### src/source/lsu_cfg.svh
// load/store memory parameters
`ifndef LSU_CFG_SVH
`define LSU_CFG_SVH

// byte address width
`define LSU_ADDR_WIDTH 32

// power-of-two count of 32-bit words in the data memory
`define LSU_MEM_WORDS 256

`endif

### src/source/lsu_pkg.sv
// load/store unit types
package lsu_pkg;

    `include "lsu_cfg.svh"

    typedef logic [31:0] word_t;
    typedef logic [`LSU_ADDR_WIDTH-1:0] addr_t;

    typedef enum logic [2:0] {
        MOP_LB  = 3'd0,
        MOP_LBU = 3'd1,
        MOP_LH  = 3'd2,
        MOP_LHU = 3'd3,
        MOP_LW  = 3'd4,
        MOP_SB  = 3'd5,
        MOP_SH  = 3'd6,
        MOP_SW  = 3'd7
    } mem_op_t;

    typedef logic [1:0] axi_resp_t;
    localparam axi_resp_t RESP_OKAY   = 2'b00;
    localparam axi_resp_t RESP_SLVERR = 2'b10;

    typedef enum logic [1:0] {
        ERR_NONE        = 2'd0,
        ERR_LOAD_ALIGN  = 2'd1,
        ERR_STORE_ALIGN = 2'd2,
        ERR_BUS         = 2'd3
    } lsu_err_t;

endpackage

### src/source/axil_arbiter.sv
// two-master AXI4-Lite arbiter
`timescale 1ns/1ps

module axil_arbiter (
    input  logic                clk,
    input  logic                reset,
    input  lsu_pkg::addr_t      m0_awaddr, m0_araddr,
    input  lsu_pkg::word_t      m0_wdata,
    input  logic [3:0]          m0_wstrb,
    input  logic                m0_awvalid, m0_wvalid, m0_bready, m0_arvalid, m0_rready,
    output logic                m0_awready, m0_wready, m0_bvalid, m0_arready, m0_rvalid,
    output lsu_pkg::axi_resp_t  m0_bresp, m0_rresp,
    output lsu_pkg::word_t      m0_rdata,
    input  lsu_pkg::addr_t      m1_awaddr, m1_araddr,
    input  lsu_pkg::word_t      m1_wdata,
    input  logic [3:0]          m1_wstrb,
    input  logic                m1_awvalid, m1_wvalid, m1_bready, m1_arvalid, m1_rready,
    output logic                m1_awready, m1_wready, m1_bvalid, m1_arready, m1_rvalid,
    output lsu_pkg::axi_resp_t  m1_bresp, m1_rresp,
    output lsu_pkg::word_t      m1_rdata,
    output lsu_pkg::addr_t      s_awaddr, s_araddr,
    output lsu_pkg::word_t      s_wdata,
    output logic [3:0]          s_wstrb,
    output logic                s_awvalid, s_wvalid, s_bready, s_arvalid, s_rready,
    input  logic                s_awready, s_wready, s_bvalid, s_arready, s_rvalid,
    input  lsu_pkg::axi_resp_t  s_bresp, s_rresp,
    input  lsu_pkg::word_t      s_rdata
);

    logic busy;
    logic owner;
    logic last_winner;
    logic req0;
    logic req1;
    logic pick;
    logic sel0;
    logic sel1;

    assign req0 = m0_arvalid | m0_awvalid;
    assign req1 = m1_arvalid | m1_awvalid;
    // on a tie the master that lost last time wins
    assign pick = (req0 && req1) ? ~last_winner : req1;

    always_ff @(posedge clk) begin
        if (reset) begin
            busy        <= 1'b0;
            owner       <= 1'b0;
            last_winner <= 1'b1;
        end else if (!busy) begin
            if (req0 || req1) begin
                busy        <= 1'b1;
                owner       <= pick;
                last_winner <= pick;
            end
        end else if ((s_bvalid && s_bready) || (s_rvalid && s_rready)) begin
            busy <= 1'b0;
        end
    end

    assign sel0 = busy & ~owner;
    assign sel1 = busy & owner;

    // request channels from the owner
    assign s_awaddr  = owner ? m1_awaddr : m0_awaddr;
    assign s_araddr  = owner ? m1_araddr : m0_araddr;
    assign s_wdata   = owner ? m1_wdata : m0_wdata;
    assign s_wstrb   = owner ? m1_wstrb : m0_wstrb;
    assign s_awvalid = (sel0 & m0_awvalid) | (sel1 & m1_awvalid);
    assign s_wvalid  = (sel0 & m0_wvalid) | (sel1 & m1_wvalid);
    assign s_arvalid = (sel0 & m0_arvalid) | (sel1 & m1_arvalid);
    assign s_bready  = (sel0 & m0_bready) | (sel1 & m1_bready);
    assign s_rready  = (sel0 & m0_rready) | (sel1 & m1_rready);

    // handshakes only reach the owner
    assign m0_awready = sel0 & s_awready;
    assign m0_wready  = sel0 & s_wready;
    assign m0_arready = sel0 & s_arready;
    assign m0_bvalid  = sel0 & s_bvalid;
    assign m0_rvalid  = sel0 & s_rvalid;
    assign m1_awready = sel1 & s_awready;
    assign m1_wready  = sel1 & s_wready;
    assign m1_arready = sel1 & s_arready;
    assign m1_bvalid  = sel1 & s_bvalid;
    assign m1_rvalid  = sel1 & s_rvalid;

    assign m0_bresp = s_bresp;
    assign m0_rresp = s_rresp;
    assign m0_rdata = s_rdata;
    assign m1_bresp = s_bresp;
    assign m1_rresp = s_rresp;
    assign m1_rdata = s_rdata;

endmodule

### config.mk
export PLATFORM = sky130hd
export DESIGN_NAME = axil_arbiter
export DESIGN_NICKNAME = d
export VERILOG_FILES = /design/src/source/lsu_pkg.sv /design/src/source/axil_arbiter.sv
export VERILOG_INCLUDE_DIRS = /design/src /design/src/source
export SDC_FILE = /design/constraint.sdc
export NUM_CORES = 1
export LEC_CHECK = 0
export CAP_MARGIN = 20
export CORE_AREA = 2 2 170 172
export DETAILED_ROUTE_END_ITERATION = 10
export DIE_AREA = 0 0 172 174
export DONT_BUFFER_PORTS = 1
export PLACE_DENSITY = 0.3
export SETUP_SLACK_MARGIN = 0.05
export SLEW_MARGIN = 20
export SYNTH_ARGS = -nofsm -noshare
export SYNTH_HDL_FRONTEND = slang
export SYNTH_SLANG_ARGS = --single-unit
### constraint.sdc
create_clock -name clk -period 4.35 [get_ports clk]
set_clock_uncertainty 0.15 [all_clocks]
set_input_delay 1.305 -clock clk [delete_from_list [all_inputs] [get_ports clk]]
set_output_delay 1.305 -clock clk [all_outputs]
set_load 0.05 [all_outputs]
# After elaboration in Yosys (flattened, before gate mapping)
# Index checks and enable logic that the tools add are counted.
# word_totals
ff_bits	3
# op_classes
muxes	8
bitwise	32
n_reduce_logical	6
# op_table
operator	count
2-to-1 mux 32 bit	3
bitwise AND 1 bit	22
bitwise OR 1 bit	7
2-to-1 mux 1 bit	4
2-to-1 mux 4 bit	1
logical AND 1 bit	3
NOT 1 bit	3
logical OR 1 bit	2
AND reduction 2 bit	1

# Longest topological paths before layout
# depth
ltp_word	8
ltp_mapped	5
ltp_nobuf	3

# Worst setup path after synthesis
# Ideal clock, no wire load.
# synth_timing
path_type	input-to-output
startpoint	input port m1_bready
endpoint	output port s_bready
arrival_time_ns	2.118
slack_ns	0.777
stages	2
path_cell_list	mux2i_1 nor2b_1
# synth_via
elab_chain_len	2
# synth_lines
item	line	rtl
from (decl)	axil_arbiter.sv:17	input logic m1_awvalid, m1_wvalid, m1_bready, m1_arvalid, m1_rready,
bitwise AND 1 bit	axil_arbiter.sv:71	assign s_bready = (sel0 & m0_bready) | (sel1 & m1_bready);
bitwise OR 1 bit	axil_arbiter.sv:71	
to (decl)	axil_arbiter.sv:24	output logic s_awvalid, s_wvalid, s_bready, s_arvalid, s_rready,
# No other way between the ends.

# Worst setup path in the final report
# Same ends and word-level chain as after synthesis.

==> summary.md <==
| Metric | Value |
|---|---|
| Status | `finished clean` |
| Max transition margin | `32.3%` |
| Num CTS Buffers | `3` |
| CP Cell Sequence | `mux2i_1 -> nor2b_1 -> buf_4` |
| CP max stage cell | `nor2b_1` |
| Total grt overflow | `0` |
| Critical path fanouts, max | `2` |
| Cell Area, Synth | `0.00254 sq mm` |
| DR iter-0 viols | `26` |
| Most frequent cells in the layout | `94 x mux2_4, 6 x mux2_2` |
| CP Buf/Inv Count | `1` |
| Sequential-to-total area share from yosys stat | `2.36%` |
| Root Buffer | `clkbuf_16` |
| Global Route Usage Sum | `5.37%` |
| Area post-placement | `0.00231 sq mm` |
| Syn_nets | `474` |
| Setup Fix Bufs, Post-CTS | `0` |
| Layout Nets | `399` |
| Critical Path End Type | `output pin` |
| Final wirelength | `10000 um` |
| Die Y | `174 um` |
| CP Class | `in2out` |
| Commonest non-fill, non-tap cell in the layout | `mux2_4` |
| Reg area | `63.8 sq um` |
| R2r startpoint | `owner` |
| Initial cell density of the core | `9.00%` |
| Antenna cells | `0` |
| # setup viols final | `0` |
| Drt wl/cell | `18.9 um` |
| Cell Rows | `62` |
| Vias per cell | `2.55` |
| DIE AREA | `0.0299 sq mm` |
| Detailed-route wire length on metal 1 | `3630 um` |
| DIE WIDTH | `172 um` |
| # DRC | `0` |
| CP startpoint | `m1_bready` |
| RePlAce Congestion | `0.655` |
| PD cells | `337 mW/mm^2` |
| Post-route non-filler standard cell count | `529` |
| HP Class | `reg2reg` |
| Final Hold Fails | `0` |
| Crit path arrival time | `1.83 ns` |
| Max Transition Viols Final | `0` |
| Clk sink count | `3` |
| First-pass GRT wire length | `11,100 um` |
| H-tree depth | `1` |
| Met3 wire len | `1230 um` |
| Area occupied by multi-input gates | `0.00171 sq mm` |
| Max incr delay on CP | `0.24 ns` |
| Fmax | `304 MHz` |
| Fin crit period | `3.29 ns` |
| Seq cells post-synth | `3` |
| Required time of the critical path | `2.89 ns` |
| Post-cts resize count | `0` |
| IO Port Bufs | `0` |
| CORE AREA | `0.0282 sq mm` |
| Worst skew pair latency | `0.22 ns` |
| Hold_buf cts | `0` |
| Syn Area/Cell | `11.5 sq um` |
| Slew of the pin with the lowest slew margin | `1.02 ns` |
| Max rail drop VDD | `0.242 mV` |
| Largest net degree at the start of global routing | `113` |
| Via count | `1,351` |
| Fill count | `3,316` |
| Post-detail-place hpwl | `8770 um` |
| Clock slew at reported path FFs | `0.03 ns` |
| CTS Buffer Depth | `2` |
| Post-route setup slack | `1.06 ns` |
| Setup WS pre-CTS | `1.08 ns` |
| Crit path max-delay family | `simple AND/OR/NAND/NOR gates` |
| Final Instance Area | `0.00239 sq mm` |
| Synth cell types | `22` |
| Area grow syn2layout | `-6.06%` |
| Vias in the first global route | `1,434` |
| Share of cells above drive strength 1 | `76.6%` |
| Top sig layer | `met4` |
| Max-capacitance violation count | `0` |
| HP Start | `last_winner` |
| Critical Path Source Type | `primary input` |
| Placed cell count | `525` |
| Fin Setup TNS | `0 ns` |
| Leakage dissipation | `0.894 nW` |
| Io pins | `440` |
| Synth warn | `0` |
| Fin crit share | `75.6%` |
| DR pass1 iterations | `4` |
| Cells after synthesis | `221` |
| Met2 wire length | `5070 um` |
| RSZ-0062 raised after global routing | `false` |
| Initial antenna violation count | `0` |
| Antenna-violating nets left | `0` |
| TritonCTS clock tree | `done` |
## cell type report
class                   instances  area share (%)
multi-input cells             132            71.5
well taps                     384            20.1
clock buffers                   4            3.30
flip-flops and latches          3            2.67
repair buffers                  6            2.41
## registers in the layout, summed over array words and instances, names as in the netlist
| signal | flops |
|---|---|
| busy | 1 |
| owner | 1 |
| last_winner | 1 |
## synthesized netlist by cell type
| library cell | count | area [sq um] |
|---|---|---|
| nor3_1 | 2 | 10.0 |
| or3b_1 | 1 | 8.76 |
| nor2b_1 | 5 | 31.3 |
| mux2_4 | 94 | 1410 |
| nor2_1 | 1 | 3.75 |
| o21bai_1 | 1 | 7.51 |
| nand2_1 | 1 | 3.75 |
| a21oi_1 | 1 | 5.00 |
| clkbuf_1 | 1 | 3.75 |
| o21ai_0 | 1 | 5.00 |
| mux2i_1 | 5 | 50.1 |
| and3_1 | 5 | 31.3 |
| and2b_1 | 1 | 7.51 |
| a21o_1 | 1 | 7.51 |
| and2_1 | 5 | 31.3 |
| buf_4 | 73 | 548 |
| buf_12 | 10 | 200 |
| dfxtp_1 | 3 | 60.1 |
| a211o_1 | 1 | 8.76 |
| mux2_2 | 6 | 67.6 |
| a221oi_2 | 1 | 15.0 |
| buf_6 | 2 | 22.5 |
## kinds of logic (layout without fill, tap and decap cells)
family | count (synthesis) | in the layout | synth area share [%]
mux | 105 | 105 | 60.2
buf+inv | 86 | 10 | 30.5
simple gates | 21 | 21 | 5.02
compound gates | 6 | 6 | 1.92
flops | 3 | 3 | 2.36
## path summary, 6_finish.rpt
check                              endpoint  slack [ns]  cells after the start
worst min-delay path            last_winner        0.33                      1
worst max-delay path               s_bready        1.06                      3
worst max register to register         busy        2.62                      5
worst min register to register  last_winner        0.33                      1
## through the flow
| step | hold slack (ns) | util, % | total power [W] |
|---|---|---|---|
| after CTS | 0.337 | 8.45 | 0.000813 |
| after floorplan | 0.303 | - | 0.000815 |
| after global routing | 0.376 | 8.45 | 0.000825 |
| after detailed placement | 0.329 | 8.17 | 0.000665 |
| after global placement | 0.329 | 8.17 | 0.000664 |
| final | 0.335 | 8.45 | 0.000805 |
## worst register-to-register path, delay by kind of cell (launching register included)
kind | cells | cell delay (ns)
buffers and inverters | 2 | 0.57
flip-flops | 1 | 0.34
multiplexers | 1 | 0.29
AO/OA/AOI/OAI | 1 | 0.22
AND/OR/NAND/NOR | 1 | 0.06
## where the power goes
part | internal, W | switching (W) | leakage (nW)
combinational | 0.000173 | 0.000453 | 0.830
clock | 0.000121 | 0.0000226 | 0.0382
sequential | 0.0000305 | 0.00000521 | 0.0257
total | 0.000324 | 0.000481 | 0.894
## layer usage
metal | GRT usage (%) | vias up
li1 | - | 550
met1 | 5.88 | 621
met2 | 10.4 | 173
met3 | 1.46 | 7
met4 | 0.700 | 0
met5 | 0 | -
(Power assumes the default switching activity.)
