$ cat config.mk
export PLATFORM = sky130hd
export DESIGN_NAME = lsu_port
export DESIGN_NICKNAME = d
export VERILOG_FILES = /design/src/source/lsu_pkg.sv /design/src/source/load_extract.sv /design/src/source/store_align.sv /design/src/source/agu.sv /design/src/source/lsu_port.sv
export VERILOG_INCLUDE_DIRS = /design/src /design/src/source
export SDC_FILE = /design/constraint.sdc
export NUM_CORES = 1
export LEC_CHECK = 0
export BUFFER_PORTS_ARGS = -buffer_cell sky130_fd_sc_hd__buf_4
export CAP_MARGIN = 20
export CORE_MARGIN = 5
export CORE_UTILIZATION = 53
export DETAILED_ROUTE_END_ITERATION = 12
export GPL_ROUTABILITY_DRIVEN = 0
export PLACE_DENSITY = 0.87
export SYNTH_ARGS = -nofsm -noshare
export SYNTH_HDL_FRONTEND = slang
export SYNTH_SLANG_ARGS = --single-unit
$ cat constraint.sdc
create_clock -name clk -period 7.8 [get_ports clk]
set_clock_uncertainty 0.2 [all_clocks]
set_input_delay 0.78 -clock clk [delete_from_list [all_inputs] [get_ports clk]]
set_output_delay 0.78 -clock clk [all_outputs]
set_load 0.1 [all_outputs]
$ cat src/source/lsu_cfg.svh
// load/store memory parameters
`ifndef LSU_CFG_SVH
`define LSU_CFG_SVH

// byte address width
`define LSU_ADDR_WIDTH 32

// power-of-two count of 32-bit words in the data memory
`define LSU_MEM_WORDS 256

`endif

$ cat src/source/lsu_pkg.sv
// load/store unit types
package lsu_pkg;

    `include "lsu_cfg.svh"

    typedef logic [31:0] word_t;
    typedef logic [`LSU_ADDR_WIDTH-1:0] addr_t;

    typedef enum logic [2:0] {
        MOP_LB  = 3'd0,
        MOP_LBU = 3'd1,
        MOP_LH  = 3'd2,
        MOP_LHU = 3'd3,
        MOP_LW  = 3'd4,
        MOP_SB  = 3'd5,
        MOP_SH  = 3'd6,
        MOP_SW  = 3'd7
    } mem_op_t;

    typedef logic [1:0] axi_resp_t;
    localparam axi_resp_t RESP_OKAY   = 2'b00;
    localparam axi_resp_t RESP_SLVERR = 2'b10;

    typedef enum logic [1:0] {
        ERR_NONE        = 2'd0,
        ERR_LOAD_ALIGN  = 2'd1,
        ERR_STORE_ALIGN = 2'd2,
        ERR_BUS         = 2'd3
    } lsu_err_t;

endpackage

$ cat src/source/load_extract.sv
// load data extraction
`timescale 1ns/1ps

module load_extract (
    input  lsu_pkg::word_t   rword,
    input  logic [1:0]       byte_sel,
    input  lsu_pkg::mem_op_t op,
    output lsu_pkg::word_t   rdata
);
    import lsu_pkg::*;

    logic [7:0]  sel_byte;
    logic [15:0] sel_half;

    // lane picked by the low address bits
    assign sel_byte = rword[{byte_sel, 3'b000} +: 8];
    assign sel_half = byte_sel[1] ? rword[31:16] : rword[15:0];

    always_comb begin
        case (op)
            MOP_LB: begin
                rdata = {{24{sel_byte[7]}}, sel_byte};
            end
            MOP_LBU: begin
                rdata = {24'b0, sel_byte};
            end
            MOP_LH: begin
                rdata = {{16{sel_half[15]}}, sel_half};
            end
            MOP_LHU: begin
                rdata = {16'b0, sel_half};
            end
            default: begin
                // full word for lw
                rdata = rword;
            end
        endcase
    end

endmodule

$ cat src/source/store_align.sv
// store data lane placement
`timescale 1ns/1ps

module store_align (
    input  lsu_pkg::word_t   wdata_in,
    input  logic [1:0]       byte_sel,
    input  lsu_pkg::mem_op_t op,
    output lsu_pkg::word_t   wdata,
    output logic [3:0]       wstrb
);
    import lsu_pkg::*;

    always_comb begin
        case (op)
            MOP_SB: begin
                // byte copied to every lane and the strobe picks one
                wdata = {4{wdata_in[7:0]}};
                wstrb = 4'b0001 << byte_sel;
            end
            MOP_SH: begin
                wdata = {2{wdata_in[15:0]}};
                wstrb = byte_sel[1] ? 4'b1100 : 4'b0011;
            end
            MOP_SW: begin
                wdata = wdata_in;
                wstrb = 4'b1111;
            end
            default: begin
                // loads write nothing
                wdata = '0;
                wstrb = 4'b0000;
            end
        endcase
    end

endmodule

$ cat src/source/agu.sv
// address generation unit
`timescale 1ns/1ps

module agu (
    input  logic             clk,
    input  logic             reset,
    input  logic             load,
    input  lsu_pkg::mem_op_t op,
    input  lsu_pkg::word_t   base,
    input  lsu_pkg::word_t   offset,
    input  lsu_pkg::word_t   wdata_in,
    input  lsu_pkg::word_t   rword,
    output lsu_pkg::addr_t   addr,
    output logic             misaligned,
    output lsu_pkg::word_t   rdata,
    output lsu_pkg::word_t   wdata,
    output logic [3:0]       wstrb
);
    import lsu_pkg::*;

    mem_op_t op_q;
    word_t   wdata_q;

    always_ff @(posedge clk) begin
        if (reset) begin
            addr <= '0;
            op_q <= MOP_LW;
        end else if (load) begin
            addr <= addr_t'(base + offset);
            op_q <= op;
        end
    end

    always_ff @(posedge clk) begin
        if (load) begin
            wdata_q <= wdata_in;
        end
    end

    always_comb begin
        case (op_q)
            MOP_LH, MOP_LHU, MOP_SH: misaligned = addr[0];
            MOP_LW, MOP_SW:          misaligned = |addr[1:0];
            default:                 misaligned = 1'b0;
        endcase
    end

    load_extract u_load_extract (
        .rword(rword), .byte_sel(addr[1:0]), .op(op_q), .rdata(rdata)
    );

    store_align u_store_align (
        .wdata_in(wdata_q), .byte_sel(addr[1:0]), .op(op_q), .wdata(wdata), .wstrb(wstrb)
    );

endmodule

$ cat src/source/lsu_port.sv
// load/store port controller
`timescale 1ns/1ps
`include "lsu_cfg.svh"

module lsu_port (
    input  logic                clk,
    input  logic                reset,
    input  logic                req_valid,
    output logic                req_ready,
    input  logic [2:0]          req_op,
    input  lsu_pkg::word_t      req_base,
    input  lsu_pkg::word_t      req_offset,
    input  lsu_pkg::word_t      req_wdata,
    output logic                resp_valid,
    output lsu_pkg::word_t      resp_rdata,
    output lsu_pkg::lsu_err_t   resp_err,
    output lsu_pkg::addr_t      awaddr,
    output logic                awvalid,
    input  logic                awready,
    output lsu_pkg::word_t      wdata,
    output logic [3:0]          wstrb,
    output logic                wvalid,
    input  logic                wready,
    input  lsu_pkg::axi_resp_t  bresp,
    input  logic                bvalid,
    output logic                bready,
    output lsu_pkg::addr_t      araddr,
    output logic                arvalid,
    input  logic                arready,
    input  lsu_pkg::word_t      rdata,
    input  lsu_pkg::axi_resp_t  rresp,
    input  logic                rvalid,
    output logic                rready
);
    import lsu_pkg::*;

    typedef enum logic [2:0] {S_IDLE, S_CHECK, S_RD_WAIT, S_WR_WAIT, S_RESP} state_t;

    state_t state;
    logic   rd_req;
    logic   wr_req;
    addr_t  eff_addr;
    logic   misaligned;
    word_t  ld_data;

    agu u_agu (
        .clk(clk), .reset(reset), .load(req_valid && req_ready), .op(mem_op_t'(req_op)),
        .base(req_base), .offset(req_offset), .wdata_in(req_wdata), .rword(rdata),
        .addr(eff_addr), .misaligned(misaligned), .rdata(ld_data), .wdata(wdata), .wstrb(wstrb)
    );

    assign req_ready  = (state == S_IDLE);
    assign resp_valid = (state == S_RESP);
    assign awaddr     = {eff_addr[`LSU_ADDR_WIDTH-1:2], 2'b00};
    assign araddr     = {eff_addr[`LSU_ADDR_WIDTH-1:2], 2'b00};
    assign awvalid    = wr_req;
    assign wvalid     = wr_req;
    assign arvalid    = rd_req;
    assign bready     = (state == S_WR_WAIT);
    assign rready     = (state == S_RD_WAIT);

    always_ff @(posedge clk) begin
        if (reset) begin
            state  <= S_IDLE;
            rd_req <= 1'b0;
            wr_req <= 1'b0;
        end else begin
            case (state)
                S_IDLE: if (req_valid) state <= S_CHECK;
                S_CHECK: begin
                    // stores always carry a nonzero strobe
                    if (misaligned) begin
                        state <= S_RESP;
                    end else if (|wstrb) begin
                        state  <= S_WR_WAIT;
                        wr_req <= 1'b1;
                    end else begin
                        state  <= S_RD_WAIT;
                        rd_req <= 1'b1;
                    end
                end
                S_RD_WAIT: begin
                    if (arvalid && arready) rd_req <= 1'b0;
                    if (rvalid) state <= S_RESP;
                end
                S_WR_WAIT: begin
                    if (awvalid && awready && wready) wr_req <= 1'b0;
                    if (bvalid) state <= S_RESP;
                end
                default: state <= S_IDLE;
            endcase
        end
    end

    always_ff @(posedge clk) begin
        if (state == S_CHECK) begin
            // alignment error unless a bus response replaces it
            resp_rdata <= '0;
            if (|wstrb) resp_err <= ERR_STORE_ALIGN;
            else resp_err <= ERR_LOAD_ALIGN;
        end else if (state == S_RD_WAIT && rvalid) begin
            if (rresp == RESP_SLVERR) begin
                resp_rdata <= '0;
                resp_err   <= ERR_BUS;
            end else begin
                resp_rdata <= ld_data;
                resp_err   <= ERR_NONE;
            end
        end else if (state == S_WR_WAIT && bvalid) begin
            resp_rdata <= '0;
            if (bresp == RESP_SLVERR) resp_err <= ERR_BUS;
            else resp_err <= ERR_NONE;
        end
    end

endmodule

Word level (Yosys, flattened, before mapping) --
Index checks and enable logic that the tools add are counted.
Word-level totals: register bits after elaboration 106, output and inout port bits 141, logic and storage cells 80
Operators by class: $add $sub $neg 1, eq/ne operators 21, shifts and indexed selects 2, muxes and demuxes 29, reduce and logical (&&, ||, !) cells 19
Operators with widths (count):
- $pmux W32 S4 | 1
- $mux W32 | 3
- $pmux W32 S3 | 1
- $add A32 B32 Y32 | 1
- $shiftx A32 B6 Y8 | 1
- $mux W16 | 1
- $eq A3 B3 Y1 const B | 5
- $eq A3 B2 Y1 const B | 4
- $mux W2 | 6
- $mux W3 | 4
- $pmux W3 S4 | 1
- $pmux W4 S3 | 1
- $ne A2 B2 Y1 const B | 5
- $reduce_and A4 Y1 | 2
- $mux W1 | 7
- $eq A3 B1 Y1 const B | 2
- $logic_and A1 B1 Y1 | 6
- $logic_not A3 Y1 | 2
- $ne A2 B1 Y1 const B | 3
- $pmux W1 S2 | 3
- $reduce_bool A2 Y1 | 3
- $eq A2 B2 Y1 const B | 2
- $mux W4 | 1
- $reduce_or A2 Y1 | 2
- 5 further kinds | 5

Logic depth before layout (Yosys ltp) --
Gate-level depths: netlist of run 1.
word-level depth 6, depth in mapped cells 10, gate-level depth less buffers 10

By module --
Synthesis of run 1 repeated with hierarchy kept, for this count alone.
Unflattened totals: cell total of the unflattened synthesis 766, area total of the unflattened synthesis 7046.8 um^2
Modules (own cells, without submodules):
- agu | times used 1, cells each 409, area an instance 4021.4 um^2, seq. area each 1661.6 um^2
- lsu_port | times used 1, cells each 159, area an instance 1696.6 um^2, seq. area each 800.8 um^2
- load_extract | times used 1, cells each 96, area an instance 728.2 um^2, seq. area each 0.0 um^2
- store_align | times used 1, cells each 102, area an instance 600.6 um^2, seq. area each 0.0 um^2

Least setup slack after synthesis of run 1 --
No wires, ideal clock.
kind reg-to-reg, start reg state[2], end reg u_agu.wdata_q[0] (enable), arrival 4.414 ns, data required time 7.191 ns, setup slack 2.777 ns, cell stages (with the launch flop) 7, buffers on the path 3, period minus slack after synthesis 5.023 ns, path through dfxtp_1 -> clkbuf_1 -> nor3_1 -> nand2_1 -> inv_1 -> buf_2 -> buf_1
On the way: cells in the longest elaborated chain, start to end 2
RTL lines:
- start, declared | RTL line lsu_port.sv:39 | state_t state;
- start signal, assigned | RTL line lsu_port.sv:64 | state <= S_IDLE;
- start signal, assigned | RTL line lsu_port.sv:69 | S_IDLE: if (req_valid) state <= S_CHECK;
- start signal, assigned | RTL line lsu_port.sv:73 | state <= S_RESP;
- $logic_not A3 Y1 | RTL line lsu_port.sv:52 | assign req_ready = (state == S_IDLE);
- named net req_ready | RTL line lsu_port.sv:9 | output logic req_ready,
- $logic_and A1 B1 Y1 | RTL line lsu_port.sv:47 | .clk(clk), .reset(reset), .load(req_valid && req_ready), .op(mem_op_t'(req_op)),
- named net u_agu.load | RTL line agu.sv:7 | input logic load,
- end signal, assigned | RTL line agu.sv:36 | wdata_q <= wdata_in;
- end, declared | RTL line agu.sv:22 | word_t wdata_q;
The timed path passes the listed nets, and every way through them passes these cells. A chain may end at the register's enable or synchronous reset.

Worst setup path after layout of run 1 --
start reg u_agu.op_q[0], end out wdata[23]
On the way: cells in the longest elaborated chain, start to end 2
RTL lines:
- start, declared | RTL line agu.sv:21 | mem_op_t op_q;
- start signal, assigned | RTL line agu.sv:30 | op_q <= op;
- $eq A3 B3 Y1 | RTL line store_align.sv:14 | case (op)
- $pmux W32 S3 * | RTL line store_align.sv:14
- end, declared | RTL line lsu_port.sv:20 | output lsu_pkg::word_t wdata,
Every way passes the cells marked *; elsewhere a longest branch is shown, timed or not.

==> results.toml, run 1 <==
[run_status]
status = "complete, no violations"

[synthesis]
ys_warn_count = 0
synth.distinct_cells = 73
syn_inst = 789
synthFlopType = "dfxtp_1"
synth_top_area_cell = "dfxtp_1"
yosysSeqAreaShare_pct = 35.8
netlist.area_leader.share_pct = 21.0
synthArstFlopShare_pct = 0
avgSynthCellArea_um2 = 8.71
yosys-top-cells-area = "dfxtp_1, edfxtp_1, buf_4, a21oi_1, ha_1"
ys_ff_latch = 106
synth_edf_count = 34
netlist_area_um2 = 6870

[global_route]
grt_overflow_total = 0
grt_first_pass_wirelength_um = 31700
gr-usage-all-layers_pct = 26.3
grt_max_degree = 52
grt_antenna_before_repair = 0
first_global_vias = 6319

[floorplanning]
start_util_pct = 54.2
die_h_um = 124
fp.dieW_um = 124
num_rows = 41
ioPinCount = 284
core-area_um2 = 12700
dieArea_um2 = 15300

[clock_tree]
cts_hold_buf = 0
clk_pin_slew_ns = 0.07
clkLatencyLatePin_ns = 0.35
cts_root_buf = "clkbuf_16"
numCtsBuffers = 9
post_cts_buffers = 0
cts_max_level = 3
cts_sinks = 106
cts_tree = "done"
cts_resized = 0
clk_path_buf_depth = 2

[job]
drv_cap = 0

[timing]
worst_pin_slew_ns = 1.05
fmax_ghz = 0.264
slew_headroom_pct = 30.3
setup_viol = 0
finalHoldViolCount = 0
fin_hold_ws_ns = 0.257
final.setup.tns_ns = 0
finalCritPeriodShare_pct = 48.6
final_max_slew_viol_count = 0
rsz0062_at_grt = "no"
min_period_ns = 3.79

[critical_path]
r2r_end = "state[0]$_SDFFE_PP0P_"
cp_max_fo = 24
reg2reg_depth = 7
critPathKind = "reg2out"
timing.rr.start = "u_agu.op_q[0]$_SDFFE_PP0P_"
critPathCaptureType = "output port"
cp-startpoint = "u_agu.op_q[0]$_SDFFE_PP0P_"
crit_arrival_ns = 2.81
crit_end = "wdata[23]"
cp-start-kind = "flop"
crit_required_ns = 6.82
rrSetupSlack_ns = 4.55

[power]
p_per_area_nw_per_um2 = 444
p_leak_nw = 4.09
p_int_mw = 1.56
pwr-share-clk_pct = 11.9
p_sw_share_pct = 60.4
power.switching_mw = 2.37
irDropWorstVdd_mv = 0.303
p_total_mw = 3.93
combPwrFrac_pct = 65.6
p_seq_share_pct = 22.5

[layout]
syn_to_final_growth_pct = 28.7
final_common_cell = "buf_4"
drive_above_1_share_pct = 33.1
mostFrequentLayoutCells = "buf_4, a21oi_1, nand2_1"
antennaDiodeCount = 0
fill_cells = 1002
final_nets = 1153

[detailed_routing]
first_pass_iters = 5
viasPerCell = 5.81
drcViolationCount = 0
drt_wl_total_um = 21000
via_count = 6709
ant_nets = 0
drtIter0Drc = 519
wl_per_cell_um = 18.2

[hold_path]
min_path_type = "reg2reg"

[placement]
port_buffers = 279
dp_hpwl_um = 15800
-- synth_stat cells, types with 4 or more instances --
cell	n
a21oi_1	89
mux4_2	7
buf_1	4
a22o_1	16
a21o_1	22
o21bai_1	4
xor2_1	8
and3_1	5
nand3_1	25
nor3_1	7
and2_1	19
mux2i_1	10
nand4_1	5
buf_2	6
edfxtp_1	34
nand2_1	74
a31oi_1	8
a211oi_1	7
o21ai_0	58
nand2b_1	20
xnor2_1	9
clkbuf_1	31
a2bb2oi_1	7
dfxtp_1	72
a211o_1	5
nor2b_1	10
buf_4	65
inv_1	17
ha_1	31
nor2_1	48
and4_1	4
-- sequential cells by signal, indices dropped and copies added, names as in the netlist --
register       cells
resp_rdata        32
u_agu.addr        32
u_agu.wdata_q     32
state              3
u_agu.op_q         3
resp_err           2
arvalid            1
awvalid            1
-- kinds of logic (layout without fill, tap and decap cells) --
kind of cell               Yosys count  in the layout  synth area share (%)
muxes                               19             19                  4.08
adders and majority gates           32             32                  5.93
other                                1              4                0.0546
DFF                                106            106                  35.8
xor gates and xnor gates            17             17                  2.17
buffers and inverters              127            318                  11.0
and+or+nand+nor                    234            234                  16.9
AOI/OAI and AO/OA                  253            253                  24.1
-- area by class of cell --
| cell class | count | area, um2 | share of cell area, % |
|---|---|---|---|
| inverters | 18 | 67.6 | 0.764 |
| flip-flops and latches | 106 | 2460 | 27.8 |
| well taps | 172 | 215 | 2.43 |
| clock buffers | 9 | 225 | 2.55 |
| multi-input cells | 559 | 3670 | 41.5 |
| repair buffers | 284 | 2130 | 24.1 |
| clock inverters | 7 | 77.6 | 0.877 |
-- power groups by stage --
stage / Sequential (mW) / Combinational [mW] / Clock [mW]
floorplan: 1.32 / 1.71 / 0
global placement: 0.885 / 2.55 / 0
detailed placement: 0.889 / 2.57 / 0
CTS: 0.879 / 2.58 / 0.474
global route: 0.904 / 2.68 / 0.498
finish: 0.882 / 2.58 / 0.468
-- stage by stage --
stage / cell area, um2 / cells / worst slack (ns) / utilization [%]
global placement: 8550 / 1139 / 4.31 / 67.4
CTS: 8850 / 1155 / 4.04 / 69.8
detailed placement: 8550 / 1139 / 4.25 / 67.4
finish: 8850 / 1155 / 4.01 / 69.8
floorplan: 6880 / 792 / 2.78 / -
global route: 8850 / 1155 / 3.85 / 69.8
-- how the worst min path moves through the flow --
stage,startpoint,endpoint,cells past startpoint
after floorplan,u_agu.addr[10]$_SDFFE_PP0P_,u_agu.addr[10]$_SDFFE_PP0P_,2
after global placement,resp_rdata[1]$_SDFFE_PP0P_,resp_rdata[1]$_SDFFE_PP0P_,2
after detailed placement,resp_rdata[13]$_SDFFE_PP0P_,resp_rdata[13]$_SDFFE_PP0P_,1
after CTS,resp_rdata[9]$_SDFFE_PP0P_,resp_rdata[9]$_SDFFE_PP0P_,1
after global routing,resp_rdata[11]$_SDFFE_PP0P_,resp_rdata[11]$_SDFFE_PP0P_,1
final,resp_rdata[9]$_SDFFE_PP0P_,resp_rdata[9]$_SDFFE_PP0P_,1
-- routing by layer --
layer	routed length [um]	vias to the layer above	global-route usage, %
li1	-	3173	-
met1	8150	3133	31.7
met2	10400	349	46.7
met3	1860	54	4.77
met4	600	0	9.34
met5	0	-	0
-- worst max-delay path, stage by stage (launching register included) --
cell and delay [ns]:
dfxtp_1 0.85, inv_1 0.42, nor2_2 0.50, o21ai_0 0.17, a21oi_1 0.20, buf_4 0.32
(Power assumes the default switching activity.)
==> run 2, diff against run 1 <==
--- a/config.mk
+++ b/config.mk
@@ -9,10 +9,10 @@
 export BUFFER_PORTS_ARGS = -buffer_cell sky130_fd_sc_hd__buf_4
 export CAP_MARGIN = 20
 export CORE_MARGIN = 5
-export CORE_UTILIZATION = 53
+export CORE_UTILIZATION = 44
 export DETAILED_ROUTE_END_ITERATION = 12
 export GPL_ROUTABILITY_DRIVEN = 0
-export PLACE_DENSITY = 0.87
+export PLACE_DENSITY = 0.77
 export SYNTH_ARGS = -nofsm -noshare
 export SYNTH_HDL_FRONTEND = slang
 export SYNTH_SLANG_ARGS = --single-unit
==> constraint.sdc (replaced) <==
create_clock -name clk -period 3.45 [get_ports clk]
set_clock_uncertainty 0.2 [all_clocks]
set_input_delay 0.345 -clock clk [delete_from_list [all_inputs] [get_ports clk]]
set_output_delay 0.345 -clock clk [all_outputs]
set_load 0.1 [all_outputs]
==> run 2 against run 1 <==
  * Sequential share of layout area shrank 1.3 points
  * Via count grew 1.2%
  * Worst hold slack lost 0.22 ns
  * Largest power group unchanged
  * Utilization shrank 9.1 points
==> results.toml, run 2 (synthesis results as in run 1) <==
[global_route]
grt_overflow_total = 0
gr-usage-met3_pct = 4.25
use_met1_pct = 28.3
grt_max_degree = 50
grt_antenna_before_repair = 0
grt_use_met2_pct = 41.5
gr-usage-all-layers_pct = 23.3
grt-busiest-layer = "met2"
first_global_vias = 6867
grt_first_pass_wirelength_um = 34300

[critical_path]
cpMostUsedCell = "buf_4"
crit_buf_inv = 3
cp-start-kind = "flop"
reg2reg_depth = 7
crit_end = "wdata[26]"
r2r_end = "state[0]$_SDFFE_PP0P_"
cpPeakStageDelay_ns = 0.59
crit_arrival_ns = 2.35
path_cells = "buf_4 > buf_4 > and2_1 > o21ai_0 > a21oi_1 > buf_4"
critPathTopFamily = "buffers and inverters"
timing.rr.start = "u_agu.op_q[1]$_SDFFE_PP0P_"
critPathCaptureType = "output port"
critPathKind = "reg2out"
cp-startpoint = "u_agu.op_q[1]$_SDFFE_PP0P_"
slowest_stage = "dfxtp_1"
worst-path-stages = 6
rrSetupSlack_ns = 0.92
cp_max_fo = 23
crit_required_ns = 2.90

[power]
power.switching_mw = 5.39
p_seq_share_pct = 22.3
p_total_mw = 8.90
combPwrFrac_pct = 66.8
p_leak_nw = 4.25
irDropWorstVdd_mv = 0.573
p_sw_share_pct = 60.5
p_int_mw = 3.51
p_per_area_nw_per_um2 = 960
pwr-share-clk_pct = 10.9

[placement]
port_buffers = 279
dpl.cell_count = 1187
dp_hpwl_um = 16200
placed_cell_area_um2 = 8670

[layout]
syn_to_final_growth_pct = 34.8
final_core_util_pct = 60.7
layout.cells.non_filler = 1236
mostFrequentLayoutCells = "buf_4, a21oi_1, nand2_1"
multi_input_area_um2 = 3680
final_common_cell = "buf_4"
ff_latch_area_um2 = 2460
final_area_um2 = 9270
drive_above_1_share_pct = 32.4
final_nets = 1195
fill_cells = 1333
antennaDiodeCount = 0
reg_top3 = "resp_rdata x32, u_agu.addr x32, u_agu.wdata_q x32"

[clock_tree]
clk_path_buf_depth = 2
cts_sinks = 106
cts_resized = 0
post_cts_buffers = 0
cts_tree = "done"
clk_pin_slew_ns = 0.07
numCtsBuffers = 9
cts_max_level = 3
cts_hold_buf = 33
cts_root_buf = "clkbuf_16"
clkLatencyLatePin_ns = 0.34

[floorplanning]
fp.dieW_um = 135
dieArea_um2 = 18200
start_util_pct = 45.0
die_h_um = 135
num_rows = 45
core-area_um2 = 15300
ioPinCount = 284

[detailed_routing]
drcViolationCount = 0
via_count = 6788
wl_per_cell_um = 17.7
ant_nets = 0
viasPerCell = 5.49
drt_wl_total_um = 21900
drtIter0Drc = 356
first_pass_iters = 5

[timing]
min_period_ns = 2.89
setup_viol = 0
final_max_slew_viol_count = 0
finalCritPeriodShare_pct = 83.8
rsz0062_at_grt = "no"
fmax_ghz = 0.346
finalHoldViolCount = 0
worst_pin_slew_ns = 0.857
slew_headroom_pct = 42.6
final.setup.tns_ns = 0

[hold_path]
hp-start = "req_op[2]"
min_path_type = "in2reg"

[job]
drv_cap = 0

[run_status]
status = "complete, no violations"
-- run 2: cell types whose count changed in the layout (fill, tap and decap cells not counted), moves of 2 or more --
cell and change:
dlygate4sd3_1 +33, buf_4 +9, clkbuf_1 +4, clkinv_4 -2
-- run 2: worst min path at each step --
| stage | cells past startpoint | slack, ns | to |
|---|---|---|---|
| floorplan | 0 | 0.24 | u_agu.wdata_q[0]$_DFFE_PP_ |
| global placement | 1 | 0.24 | resp_rdata[9]$_SDFFE_PP0P_ |
| detailed placement | 1 | 0.24 | resp_rdata[9]$_SDFFE_PP0P_ |
| CTS | 3 | 0.03 | u_agu.op_q[2]$_SDFFE_PP1P_ |
| global route | 3 | 0.04 | u_agu.op_q[1]$_SDFFE_PP0P_ |
| finish | 3 | 0.04 | u_agu.op_q[2]$_SDFFE_PP1P_ |
-- run 2: stage by stage --
step | hold slack (ns) | setup WS, ns
global placement | 0.236 | 0.364
global route | 0.0409 | 0.433
CTS | 0.0257 | 0.610
detailed placement | 0.241 | 0.322
floorplan | 0.244 | -0.599
finish | 0.0412 | 0.559
-- run 2: layout make-up --
class / instances / share of cell area, %
clock inverter: 3 / 0.257
clock buffer: 13 / 2.59
timing repair buffer: 326 / 27.3
tap: 211 / 2.85
sequential: 106 / 26.6
inverter: 18 / 0.729
multi-input combinational: 559 / 39.7
-- run 2: worst min-delay path, cell delays in order --
cell and delay (ns):
buf_4 0.08, nand2_1 0.04, o211ai_1 0.08
-- run 2: metal layers --
metal	up-vias	share of wire (%)
li1	3247	-
met3	34	7.2
met4	0	2.2
met1	3226	40
met5	-	0
met2	281	50
-- run 2: power by group through the flow --
stage / combinational, mW / clock [mW] / sequential, mW
after floorplan: 3.87 / 0 / 3.00
after global routing: 6.18 / 1.04 / 2.04
after detailed placement: 5.90 / 0 / 2.00
after CTS: 5.94 / 0.983 / 1.98
final: 5.94 / 0.966 / 1.99
after global placement: 5.87 / 0 / 1.99
